===== config.mk =====
export PLATFORM = sky130hd
export DESIGN_NAME = dcache_top
export DESIGN_NICKNAME = d
export VERILOG_FILES = /design/src/dcache_pkg.sv /design/src/dcache_line_store.sv /design/src/dcache_lookup.sv /design/src/dcache_miss_ctrl.sv /design/src/dcache_top.sv
export VERILOG_INCLUDE_DIRS = /design/src
export SDC_FILE = /design/constraint.sdc
export NUM_CORES = 1
export LEC_CHECK = 0
export BUFFER_PORTS_ARGS = -buffer_cell sky130_fd_sc_hd__buf_4
export CORE_ASPECT_RATIO = 0.8
export CORE_MARGIN = 10
export CORE_UTILIZATION = 54
export DETAILED_ROUTE_END_ITERATION = 10
export PLACE_DENSITY_LB_ADDON = 0.05
export SLEW_MARGIN = 20
export SYNTH_ARGS = -nofsm -noshare
export SYNTH_HDL_FRONTEND = slang
export SYNTH_SLANG_ARGS = --single-unit
export TNS_END_PERCENT = 1

===== constraint.sdc =====
create_clock -name clk -period 10.52 [get_ports clk]
set_input_delay 0.526 -clock clk [delete_from_list [all_inputs] [get_ports clk]]
set_output_delay 0.526 -clock clk [all_outputs]
set_load 0.01 [all_outputs]

===== src/dcache_cfg.svh =====
/*
 * width and size macros for the direct-mapped data cache
 */
`ifndef DCACHE_CFG_SVH
`define DCACHE_CFG_SVH

// processor side
`define DC_WORD_W      32
`define DC_ADDR_W      30

// memory side with four words per block
`define DC_BLOCK_W     128
`define DC_MEM_ADDR_W  28

// word address split into tag, index and offset
`define DC_OFFSET_W    2
`define DC_INDEX_W     3
`define DC_TAG_W       25

// line count
`define DC_LINES       8

`endif


===== src/dcache_pkg.sv =====
/*
 * data cache package: processor request, memory request,
 * stored line and line update types
 */
`default_nettype none

`include "dcache_cfg.svh"

package dcache_pkg;

    ////////////////////
    // bus requests
    ////////////////////

    // read and write strobes with a word address
    typedef struct packed {
        logic                      read;
        logic                      write;
        logic [`DC_ADDR_W-1:0]     addr;
        logic [`DC_WORD_W-1:0]     wdata;
    } proc_req_t;

    // block access to the slow memory
    typedef struct packed {
        logic                      read;
        logic                      write;
        logic [`DC_MEM_ADDR_W-1:0] addr;
        logic [`DC_BLOCK_W-1:0]    wdata;
    } mem_req_t;

    ////////////////////
    // line storage
    ////////////////////

    typedef struct packed {
        logic                      valid;
        logic                      dirty;
        logic [`DC_TAG_W-1:0]      tag;
        logic [`DC_BLOCK_W-1:0]    data;
    } line_t;

    // applies to the line picked by the request index
    typedef struct packed {
        logic                      data_we;
        logic                      tag_we;
        logic                      set_valid;
        logic                      set_dirty;
        logic                      clear_dirty;
        logic [`DC_TAG_W-1:0]      tag;
        logic [`DC_BLOCK_W-1:0]    data;
    } line_upd_t;

endpackage

`default_nettype wire


===== src/dcache_line_store.sv =====
/*
 * line store: valid, dirty, tag and data arrays for all lines,
 * indexed read and merged update
 */
`default_nettype none

`include "dcache_cfg.svh"

module dcache_line_store
    import dcache_pkg::*;
(
    input  wire logic                   clk,
    input  wire logic                   rst_n,
    input  wire logic [`DC_INDEX_W-1:0] index_i,
    input  line_upd_t                   hit_upd_i,
    input  line_upd_t                   fill_upd_i,
    output line_t                       line_o
);

    logic [`DC_LINES-1:0]   valid_q;
    logic [`DC_LINES-1:0]   dirty_q;
    logic [`DC_TAG_W-1:0]   tag_q  [`DC_LINES];
    logic [`DC_BLOCK_W-1:0] data_q [`DC_LINES];
    line_upd_t              upd;

    ////////////////////
    // update merge
    ////////////////////

    // hit and fill are exclusive, so enables simply combine
    // only a refill brings a new tag
    always_comb begin
        upd.data_we     = hit_upd_i.data_we | fill_upd_i.data_we;
        upd.tag_we      = hit_upd_i.tag_we | fill_upd_i.tag_we;
        upd.set_valid   = hit_upd_i.set_valid | fill_upd_i.set_valid;
        upd.set_dirty   = hit_upd_i.set_dirty | fill_upd_i.set_dirty;
        upd.clear_dirty = hit_upd_i.clear_dirty | fill_upd_i.clear_dirty;
        upd.tag         = fill_upd_i.tag;
        upd.data        = fill_upd_i.data_we ? fill_upd_i.data : hit_upd_i.data;
    end

    ////////////////////
    // state bits
    ////////////////////

    always_ff @(posedge clk or negedge rst_n) begin
        if (!rst_n) begin
            valid_q <= '0;
            dirty_q <= '0;
        end else begin
            if (upd.set_valid) begin
                valid_q[index_i] <= 1'b1;
            end
            // a write hit wins over a clear
            if (upd.set_dirty) begin
                dirty_q[index_i] <= 1'b1;
            end else if (upd.clear_dirty) begin
                dirty_q[index_i] <= 1'b0;
            end
        end
    end

    // tag and block payload
    always_ff @(posedge clk) begin
        if (upd.tag_we) begin
            tag_q[index_i] <= upd.tag;
        end
        if (upd.data_we) begin
            data_q[index_i] <= upd.data;
        end
    end

    // indexed line straight from the registers
    always_comb begin
        line_o.valid = valid_q[index_i];
        line_o.dirty = dirty_q[index_i];
        line_o.tag   = tag_q[index_i];
        line_o.data  = data_q[index_i];
    end

endmodule

`default_nettype wire


===== src/dcache_lookup.sv =====
/*
 * processor-side lookup: tag compare, hit/miss and stall,
 * read word select and write-hit word merge
 */
`default_nettype none

`include "dcache_cfg.svh"

module dcache_lookup
    import dcache_pkg::*;
(
    input  proc_req_t                proc_req_i,
    input  line_t                    line_i,
    output logic [`DC_INDEX_W-1:0]   index_o,
    output logic                     miss_o,
    output line_upd_t                hit_upd_o,
    output logic [`DC_WORD_W-1:0]    proc_rdata_o,
    output logic                     proc_stall_o
);

    localparam int IDX_LO = `DC_OFFSET_W;
    localparam int TAG_LO = `DC_OFFSET_W + `DC_INDEX_W;

    logic                    access;
    logic                    hit;
    logic [`DC_OFFSET_W-1:0] offset;
    logic [`DC_TAG_W-1:0]    req_tag;
    logic [`DC_BLOCK_W-1:0]  merged;

    ////////////////////
    // address split
    ////////////////////

    assign offset  = proc_req_i.addr[IDX_LO-1:0];
    assign index_o = proc_req_i.addr[TAG_LO-1:IDX_LO];
    assign req_tag = proc_req_i.addr[`DC_ADDR_W-1:TAG_LO];

    ////////////////////
    // hit and stall
    ////////////////////

    assign access = proc_req_i.read | proc_req_i.write;
    assign hit    = line_i.valid && (line_i.tag == req_tag);

    // no request means no stall
    assign miss_o       = access && !hit;
    assign proc_stall_o = miss_o;

    // read hit returns the word in the same cycle
    always_comb begin
        proc_rdata_o = '0;
        if (hit && proc_req_i.read) begin
            proc_rdata_o = line_i.data[offset*`DC_WORD_W +: `DC_WORD_W];
        end
    end

    // replace one word, keep the other three
    always_comb begin
        merged = line_i.data;
        merged[offset*`DC_WORD_W +: `DC_WORD_W] = proc_req_i.wdata;
    end

    ////////////////////
    // write hit
    ////////////////////

    always_comb begin
        hit_upd_o      = '0;
        hit_upd_o.data = merged;
        if (hit && proc_req_i.write) begin
            hit_upd_o.data_we   = 1'b1;
            hit_upd_o.set_dirty = 1'b1;
        end
    end

endmodule

`default_nettype wire


===== src/dcache_miss_ctrl.sv =====
/*
 * miss controller: dirty victim writeback, block refill,
 * line updates on mem_ready
 */
`default_nettype none

`include "dcache_cfg.svh"

module dcache_miss_ctrl
    import dcache_pkg::*;
(
    input  wire logic                   miss_i,
    input  wire logic [`DC_ADDR_W-1:0]  req_addr_i,
    input  line_t                       line_i,
    input  wire logic [`DC_BLOCK_W-1:0] mem_rdata_i,
    input  wire logic                   mem_ready_i,
    output mem_req_t                    mem_req_o,
    output line_upd_t                   fill_upd_o
);

    localparam int TAG_LO = `DC_OFFSET_W + `DC_INDEX_W;

    logic [`DC_INDEX_W-1:0]    index;
    logic [`DC_TAG_W-1:0]      req_tag;
    logic [`DC_MEM_ADDR_W-1:0] req_block;
    logic [`DC_MEM_ADDR_W-1:0] victim_block;

    ////////////////////
    // block addresses
    ////////////////////

    assign index        = req_addr_i[TAG_LO-1:`DC_OFFSET_W];
    assign req_tag      = req_addr_i[`DC_ADDR_W-1:TAG_LO];
    assign req_block    = req_addr_i[`DC_ADDR_W-1:`DC_OFFSET_W];
    assign victim_block = {line_i.tag, index};

    ////////////////////
    // miss sequencing
    ////////////////////

    // the victim dirty bit picks the phase with writeback first
    // and refill once the dirty bit has cleared
    always_comb begin
        mem_req_o       = '0;
        fill_upd_o      = '0;
        fill_upd_o.tag  = req_tag;
        fill_upd_o.data = mem_rdata_i;
        if (miss_i) begin
            if (line_i.dirty) begin
                mem_req_o.write = 1'b1;
                mem_req_o.addr  = victim_block;
                mem_req_o.wdata = line_i.data;
                // victim now matches memory
                fill_upd_o.clear_dirty = mem_ready_i;
            end else begin
                mem_req_o.read = 1'b1;
                mem_req_o.addr = req_block;
                // block is on mem_rdata_i in the ready cycle
                fill_upd_o.data_we   = mem_ready_i;
                fill_upd_o.tag_we    = mem_ready_i;
                fill_upd_o.set_valid = mem_ready_i;
            end
        end
    end

endmodule

`default_nettype wire


===== src/dcache_top.sv =====
/*
 * direct-mapped write-back data cache, top level
 */
`default_nettype none

`include "dcache_cfg.svh"

module dcache_top
    import dcache_pkg::*;
(
    input  wire logic                   clk,
    input  wire logic                   rst_n,
    // processor side
    input  proc_req_t                   proc_req_i,
    output logic [`DC_WORD_W-1:0]       proc_rdata_o,
    output logic                        proc_stall_o,
    // memory side
    output mem_req_t                    mem_req_o,
    input  wire logic [`DC_BLOCK_W-1:0] mem_rdata_i,
    input  wire logic                   mem_ready_i
);

    logic [`DC_INDEX_W-1:0] index;
    logic                   miss;
    line_t                  cur_line;
    line_upd_t              hit_upd;
    line_upd_t              fill_upd;

    // processor-side tag check and hit handling
    dcache_lookup u_lookup (
        .proc_req_i   (proc_req_i),
        .line_i       (cur_line),
        .index_o      (index),
        .miss_o       (miss),
        .hit_upd_o    (hit_upd),
        .proc_rdata_o (proc_rdata_o),
        .proc_stall_o (proc_stall_o)
    );

    dcache_line_store u_line_store (
        .clk        (clk),
        .rst_n      (rst_n),
        .index_i    (index),
        .hit_upd_i  (hit_upd),
        .fill_upd_i (fill_upd),
        .line_o     (cur_line)
    );

    // writeback and refill toward memory
    dcache_miss_ctrl u_miss_ctrl (
        .miss_i      (miss),
        .req_addr_i  (proc_req_i.addr),
        .line_i      (cur_line),
        .mem_rdata_i (mem_rdata_i),
        .mem_ready_i (mem_ready_i),
        .mem_req_o   (mem_req_o),
        .fill_upd_o  (fill_upd)
    );

endmodule

`default_nettype wire


==> results.rst, run 1 <==
.. list-table::
   :header-rows: 1

   * - Metric
     - Value
   * - Status
     - finished clean
   * - Post-synthesis instance area
     - between 50,000 and 60,000 um^2
   * - Count of buffers added by post-CTS timing repair for setup
     - 0
   * - Required arrival time at the worst endpoint
     - between 9 and 10 ns
   * - Clock tree from TritonCTS
     - built
   * - Total number of vias
     - roughly 31,000
   * - Post-layout net count
     - 3,644
   * - Number of antenna violations at the first check in global routing
     - 11
   * - Reg area
     - around 37,000 um^2
   * - Async set or reset register ratio after synthesis
     - under 10%
   * - Hold crit path type
     - input pin to flip-flop
   * - Average via count per standard cell
     - about 6.5
   * - EDFF count, synth
     - roughly 1,200
   * - Via count of the first global-routing pass
     - about 31,000
   * - Inserted Clock Buffers
     - between 100 and 150
   * - Post-route total power
     - between 10,000 and 15,000 uW
   * - Synthesized instance count
     - approximately 3,000
   * - CTS Buffer Depth
     - 3
   * - Buffer type at the clock tree root
     - sky130_fd_sc_hd__clkbuf_16
   * - Synthesized netlist net count
     - between 3,000 and 4,000
   * - Starting Density
     - 54.39%
   * - First-pass GRT wire length
     - about 230,000 um
   * - Flops & latches, synth
     - roughly 1,200
   * - Final worst path period need
     - between 7 and 8 ns
   * - Die extent in y
     - between 200 and 300 um
   * - Count of cell types in the netlist
     - between 50 and 60
   * - Headroom to the max-slew limit
     - between 10% and 20%
   * - Count of warnings emitted by yosys
     - 0
   * - Worst slack on hold paths
     - roughly 0.09 ns
   * - Worst Tran Pin Value
     - between 1 and 1.5 ns
   * - Crit path largest cell delay
     - roughly 0.86 ns
   * - Element type at the critical path start
     - input pin
   * - Crit-path max FO
     - 68
   * - Number of levels the H-tree was split into
     - 3
   * - Cell repeated most along the worst path
     - sky130_fd_sc_hd__buf_4
   * - Portion of the post-synthesis area used by sequential elements
     - about three quarters
   * - Number of detailed-routing iterations run before antenna repair
     - 6
   * - Cell at the slowest stage of the critical path
     - sky130_fd_sc_hd__or3b_4
   * - IO Count
     - 386
   * - Total count of hold-check failures in the final report
     - 0
   * - Number of clock sinks
     - 1,240
   * - Routed WL
     - 159,400 um
   * - Max Clk Rate
     - 142.8 MHz
   * - Maximum number of pins on one net before global-route repair
     - between 100 and 150
   * - Post-detailed-route count of antenna-violating nets
     - 0
   * - Buffer and inverter count on the worst path
     - 5
   * - Mapped Avg Cell Area
     - around 17 um^2
   * - Number of violations reported at the end of detailed-routing iteration 0
     - roughly 3,700
   * - Synth-to-layout area growth
     - 16.26%
   * - Type of element capturing the critical path
     - output pin
   * - Number of slew-limit violations in the final report
     - 0
   * - Final standard cell utilization of the core
     - 63.23%
   * - Commonest non-fill, non-tap cell in the layout
     - sky130_fd_sc_hd__edfxtp_1
   * - Dominant register cell in the synthesized netlist
     - sky130_fd_sc_hd__edfxtp_1
   * - Clock slew seen by the registers of the worst setup and hold paths
     - ~0.06 ns
   * - Average wire per cell in the routed design
     - around 33 um
   * - Weighted congestion at the end of routability-driven global placement
     - between 0.8 and 0.9
   * - Pwr per Cell Area
     - around 180 nW/um^2
   * - Post-detailed-route DRC marker count
     - 0
   * - Setup skew after layout
     - 0.02529 ns
   * - Instance area after placement
     - approximately 55,000 um^2
   * - Count of max-cap constraint violations
     - 0
   * - CP Class
     - input pin to output pin
   * - Unrepaired setup endpoints after global routing
     - no
   * - Ratio of cells with drive above 1 in the final layout
     - between 20% and 30%
   * - Setup Viol. Count Final
     - 0
   * - Number of placed instances with taps included
     - between 4,000 and 5,000
   * - Commonest non-fill, non-tap cells in the layout
     - 1,224 x sky130_fd_sc_hd__edfxtp_1, 466 x sky130_fd_sc_hd__buf_4, 299 x sky130_fd_sc_hd__a22oi_1
   * - Core region area
     - between 90,000 and 100,000 um^2
   * - Number of core rows
     - 100
   * - Non-Filler Instances
     - ~4,800
   * - GRT Residual Overflow
     - 0
   * - Clock Latency Late Sink
     - approximately 0.71 ns
   * - GRT Util Overall
     - between 20% and 30%
   * - Dpl hpwl
     - 91,000 um
   * - Number of gates given a new drive strength after cts
     - 0
   * - Port buffer count
     - slightly below 400
   * - Final critical-path share of the clock period
     - between 60% and 70%
   * - Worst supply voltage drop on vdd
     - around 0.14 mV
   * - Post-route cell area
     - 58,700 um^2
   * - Number of fill cells in the layout
     - between 6,000 and 7,000
   * - Die area
     - about 110,000 um^2
   * - Kind of cell with the highest combined delay on the critical path
     - simple AND/OR/NAND/NOR gates
   * - Total leakage power
     - 0.01952 uW
   * - Signal arrival time at the worst endpoint
     - roughly 6.5 ns
   * - CP cell instances
     - buf_4 > buf_4 > buf_4 > and2_1 > a22o_1 > nor3_1 > or4b_1 > nor4_1 > and4_1 > or3b_4 > buf_4 > nor2_1 > buf_4
   * - Multi-input gate area
     - between 10,000 and 15,000 um^2
   * - Horiz. Die Dim
     - ~360 um
-- kinds of logic (layout without fill, tap and decap cells) --
family	Yosys count	count (layout)	synth area share, %
buffers and inverters	215	708	1.928
adders and majority gates	5	5	0.1239
and+or+nand+nor	559	559	5.172
other	0	3	0
muxes	342	342	9.639
AOI/OAI and AO/OA	671	671	9.203
DFF	1240	1240	73.59
xor gates and xnor gates	20	20	0.3469
-- layer usage --
metal  part of all wire [%]  global-route usage, %  vias to the layer above
met4                    3.3                  9.243                        8
met2                     45                  44.56                     1878
met5                  0.035                      0                        -
met3                     12                  10.00                      291
li1                       -                      -                    13070
met1                     39                  39.66                    15950
-- cells in the mapped netlist, drive strengths merged (16+ instances only) --
cell type  instances  area share [%]
buf               80            0.92
a21oi             51            0.51
mux4              82             3.7
and3              35            0.43
nor2             260             1.9
mux2             162             4.0
a22o              37            0.64
clkbuf           125            0.93
edfxtp          1224              73
a221oi            74             1.3
and4              56            0.97
o21ai            164             1.6
nand2            152             1.1
a22oi            299             4.4
dfrtp             16            0.79
mux2i             98             2.0
-- flip-flops by register name (all words and copies together), names as in the netlist, named ones only --
name                  count
u_line_store.data_q    1024
u_line_store.tag_q      200
u_line_store.valid_q      8
-- layout make-up --
type | instances | area share [%]
clock buffers | 146 | 5.318
repair buffers | 477 | 6.281
multi-input cells | 1597 | 21.40
inverters | 10 | 0.06394
well taps | 1224 | 2.609
clock inverters | 75 | 1.025
flip-flops and latches | 1240 | 63.29
diodes | 3 | 0.01279
-- where the power goes --
part           switching (uW)  internal [uW]
registers                22.4           5620
logic                     668            360
clock network            1800           2340
-- metrics by stage --
stage | setup TNS [ns] | worst slack [ns]
floorplan | -584.47 | -1.523
global placement | 0 | 3.727
detailed placement | 0 | 3.561
CTS | 0 | 3.552
global route | 0 | 3.161
finish | 0 | 3.517
-- worst paths after layout --
path / slack (ns) / cells after the start / endpoint / start
hold reg to reg: 0.47 / 1 / u_line_store.valid_q[4] / u_line_store.valid_q[4]
hold / removal: 0.09 / 1 / u_line_store.tag_q[3][1] / proc_req_i[38]
setup reg to reg: 5.01 / 11 / u_line_store.data_q[1][124] / u_line_store.tag_q[5][5]
max in group asynchronous: 10.04 / 2 / asynchronous set/reset pin / rst_n
setup / recovery: 3.52 / 13 / mem_req_o[0] / proc_req_i[35]
min in group asynchronous: 0.28 / 2 / u_line_store.valid_q[5] / rst_n
-- repair_timing --
action                                  4_1_cts  5_1_grt
endpoints found under the setup margin        0        0
hold buffers                                  1        0
hold endpoints to repair                     16        0
Note: power is estimated with default switching activity, not from simulation.
==> inputs of run 2 (changes only) <==
==> constraint.sdc (replaced) <==
create_clock -name clk -period 6.3 [get_ports clk]
set_input_delay 0.315 -clock clk [delete_from_list [all_inputs] [get_ports clk]]
set_output_delay 0.315 -clock clk [all_outputs]
set_load 0.01 [all_outputs]
==> run 2 against run 1 <==
  * Critical endpoint is now mem_req_o[57]
  * Sequential share of layout area decreased by 1.3 points
  * Global-route usage is 0.39 points higher
  * Count of clock-buffer cells in the layout fell by 7
  * Clock power increased by 71%
  * Largest cell class unchanged
  * Critical path depth stayed put
  * Register-to-register slack worse by 3.0 ns
  * Total power up 69%
  * Highest routed layer unchanged
  * Final cell count up 1.8%
==> results.rst, run 2 (synthesis results as in run 1) <==
.. list-table::
   :header-rows: 1

   * - Metric
     - Value
   * - Total leakage power
     - 0.02008 uW (+2.9%)
   * - Unrepaired setup endpoints after global routing
     - no
   * - Worst slack on hold paths
     - 0.02724 ns (-0.06017 ns)
   * - Max Clk Rate
     - approximately 200 MHz
   * - GRT Residual Overflow
     - 0 (unchanged)
   * - Port buffer count
     - 385 (unchanged)
   * - GRT Util Overall
     - 29.69% (+0.39 points)
   * - Kind of cell with the highest combined delay on the critical path
     - buffers and inverters
   * - Setup TNS after final layout
     - 0 ns (unchanged)
   * - Weighted congestion at the end of routability-driven global placement
     - 0.8281 (-0.94%)
   * - Clock tree from TritonCTS
     - built
   * - Via count of the first global-routing pass
     - 32,260 (+4.3%)
   * - Number of violations reported at the end of detailed-routing iteration 0
     - 4,228 (+13%)
   * - Synth-to-layout area growth
     - 18.66%
   * - Cell at the slowest stage of the critical path
     - sky130_fd_sc_hd__or3b_4
   * - Number of antenna violations at the first check in global routing
     - 7 (-4)
   * - Max reg flops
     - 1,024 (unchanged)
   * - Total number of vias
     - 32,110 (+2.9%)
   * - Starting Density
     - 54.39% (unchanged)
   * - CP cell instances
     - clkbuf_8 > buf_4 > mux4_2 > nor2_1 > a221oi_1 > xor2_1 > nor4_1 > and4_1 > buf_4 > or3b_4 > buf_4 > nor2_1 > buf_4
   * - Commonest non-fill, non-tap cells in the layout
     - 1,224 x sky130_fd_sc_hd__edfxtp_1, 472 x sky130_fd_sc_hd__buf_4, 299 x sky130_fd_sc_hd__a22oi_1
   * - Dpl hpwl
     - 97,090 um (+6.7%)
   * - Average wire per cell in the routed design
     - 33.36 um (-0.14%)
   * - Buffer type at the clock tree root
     - sky130_fd_sc_hd__clkbuf_16
   * - Number of clock sinks
     - 1,240 (unchanged)
   * - Register with the highest flop count
     - u_line_store.data_q
   * - Required arrival time at the worst endpoint
     - 5.98 ns (-4.01 ns)
   * - Number of detailed-routing iterations run before antenna repair
     - 5 (-1)
   * - Ratio of cells with drive above 1 in the final layout
     - 26.75% (+0.71 points)
   * - Horiz. Die Dim
     - 361.9 um (unchanged)
   * - Post-route total power
     - 18,270 uW (+69%)
   * - First-pass GRT wire length
     - 231,400 um (+2.7%)
   * - Reg area
     - 37,160 um^2 (unchanged)
   * - Pwr per Cell Area
     - 304.9 nW/um^2 (+66%)
   * - Post-detailed-route DRC marker count
     - 0 (unchanged)
   * - Headroom to the max-slew limit
     - 18.67% (+0.24 points)
   * - Core region area
     - 92,840 um^2 (unchanged)
   * - Commonest non-fill, non-tap cell in the layout
     - sky130_fd_sc_hd__edfxtp_1
   * - Worst Setup Slack post-DPL
     - 1.019 ns (-2.542 ns)
   * - Setup skew after layout
     - 0.02515 ns (-0.0001373 ns)
   * - Maximum number of pins on one net before global-route repair
     - 102 (-21%)
   * - Worst Tran Pin Value
     - 1.220 ns (-0.001695 ns)
   * - Die area
     - 106,200 um^2 (unchanged)
   * - Number of fill cells in the layout
     - 6,605 (-1.6%)
   * - Slack of the critical path
     - 1.319 ns (-2.198 ns)
   * - Final worst path period need
     - approximately 5.0 ns
   * - Signal arrival time at the worst endpoint
     - 4.67 ns (-1.81 ns)
   * - Number of levels the H-tree was split into
     - 3 (unchanged)
   * - Registers with the highest flip-flop counts
     - u_line_store.data_q: 1024 flops, u_line_store.tag_q: 200 flops, u_line_store.valid_q: 8 flops
   * - Final standard cell utilization of the core
     - 64.54% (+1.3 points)
   * - Die extent in y
     - 293.5 um (unchanged)
   * - CP Class
     - input pin to output pin
   * - Average via count per standard cell
     - 6.612 (+1.1%)
   * - Crit-path max FO
     - 57 (-16%)
   * - Status
     - finished clean
   * - CTS Buffer Depth
     - 3 (unchanged)
   * - Final critical-path share of the clock period
     - between 70% and 80%
   * - Post-detailed-route count of antenna-violating nets
     - 0 (unchanged)
   * - Clock slew seen by the registers of the worst setup and hold paths
     - 0.06 ns (about the same)
   * - Inserted Clock Buffers
     - 118 (unchanged)
   * - Multi-input gate area
     - 12,590 um^2 (+0.23%)
   * - Total count of hold-check failures in the final report
     - 0 (unchanged)
   * - Hold crit path type
     - input pin to flip-flop
   * - Worst supply voltage drop on vdd
     - 0.2161 mV (+54%)
   * - Type of element capturing the critical path
     - output pin
   * - Element type at the critical path start
     - input pin
   * - Buffer and inverter count on the worst path
     - 5 (unchanged)
   * - Number of core rows
     - 100 (unchanged)
   * - Setup Viol. Count Final
     - 0 (unchanged)
   * - Cell repeated most along the worst path
     - sky130_fd_sc_hd__buf_4
   * - IO Count
     - 386 (unchanged)
   * - Post-layout net count
     - 3,732 (+2.4%)
   * - Number of slew-limit violations in the final report
     - 0 (unchanged)
   * - Clock Latency Late Sink
     - 0.71 ns (about the same)
   * - Crit path largest cell delay
     - 0.70 ns (-0.16 ns)
   * - Count of max-cap constraint violations
     - 0 (unchanged)
   * - Routed WL
     - 162,000 um (+1.6%)
-- run 2: changes by cell type in the layout (fill, tap and decap cells not counted), sizes merged --
cell / delta
inv: -4
clkinv: +4
diode: -1
clkinvlp: +2
bufinv: +2
buf: +26
dlygate4sd3: +62
clkbuf: -7
-- run 2: per-layer routing --
metal / wire, um / vias to the layer above / global-route usage [%] / part of all wire [%]
met5: 26 / - / 0 / 0.016
met4: 4142 / 4 / 7.544 / 2.6
met3: 17310 / 268 / 7.155 / 11
met2: 73380 / 1938 / 45.47 / 45
met1: 67140 / 16660 / 42.69 / 41
li1: - / 13240 / - / -
-- run 2: metrics by stage --
step	cells	cell area, um^2
after floorplan	3052	50510
after global placement	4572	55420
final	4856	59920
after global routing	4856	59920
after CTS	4853	59890
after detailed placement	4572	55420
-- run 2: cell type report --
class	count	share of cell area, %
diodes	2	0.008353
clock buffers	139	5.237
clock inverters	79	1.178
inverters	10	0.06265
multi-input cells	1597	21.01
flip-flops and latches	1240	62.01
well taps	1224	2.556
repair buffers	565	7.933
-- run 2: worst paths after layout --
path                            depth (start not counted)                startpoint  slack [ns]                          end
worst max-delay path                                   13            proc_req_i[36]        1.32                mem_req_o[57]
worst min-delay path                                    2          mem_rdata_i[108]        0.03  u_line_store.data_q[4][108]
worst max register to register                         10  u_line_store.tag_q[6][3]        2.03   u_line_store.data_q[5][35]
worst min register to register                          1   u_line_store.valid_q[3]        0.46      u_line_store.valid_q[3]
max in group asynchronous                               2                     rst_n        6.02      u_line_store.valid_q[6]
min in group asynchronous                               2                     rst_n        0.09   asynchronous set/reset pin
-- run 2: power breakdown --
part | total [uW] | leakage, uW | internal [uW] | switching [uW]
sequential | 9420 | 0.0113 | 9390 | 38.6
clock | 7080 | 0.00190 | 4030 | 3050
combinational | 1770 | 0.00684 | 637 | 1130
-- run 2: timing repair --
action,CTS,global route
setup buffers,0,0
hold buffers,63,0
endpoints found under the hold margin,489,0
resized for setup,0,0
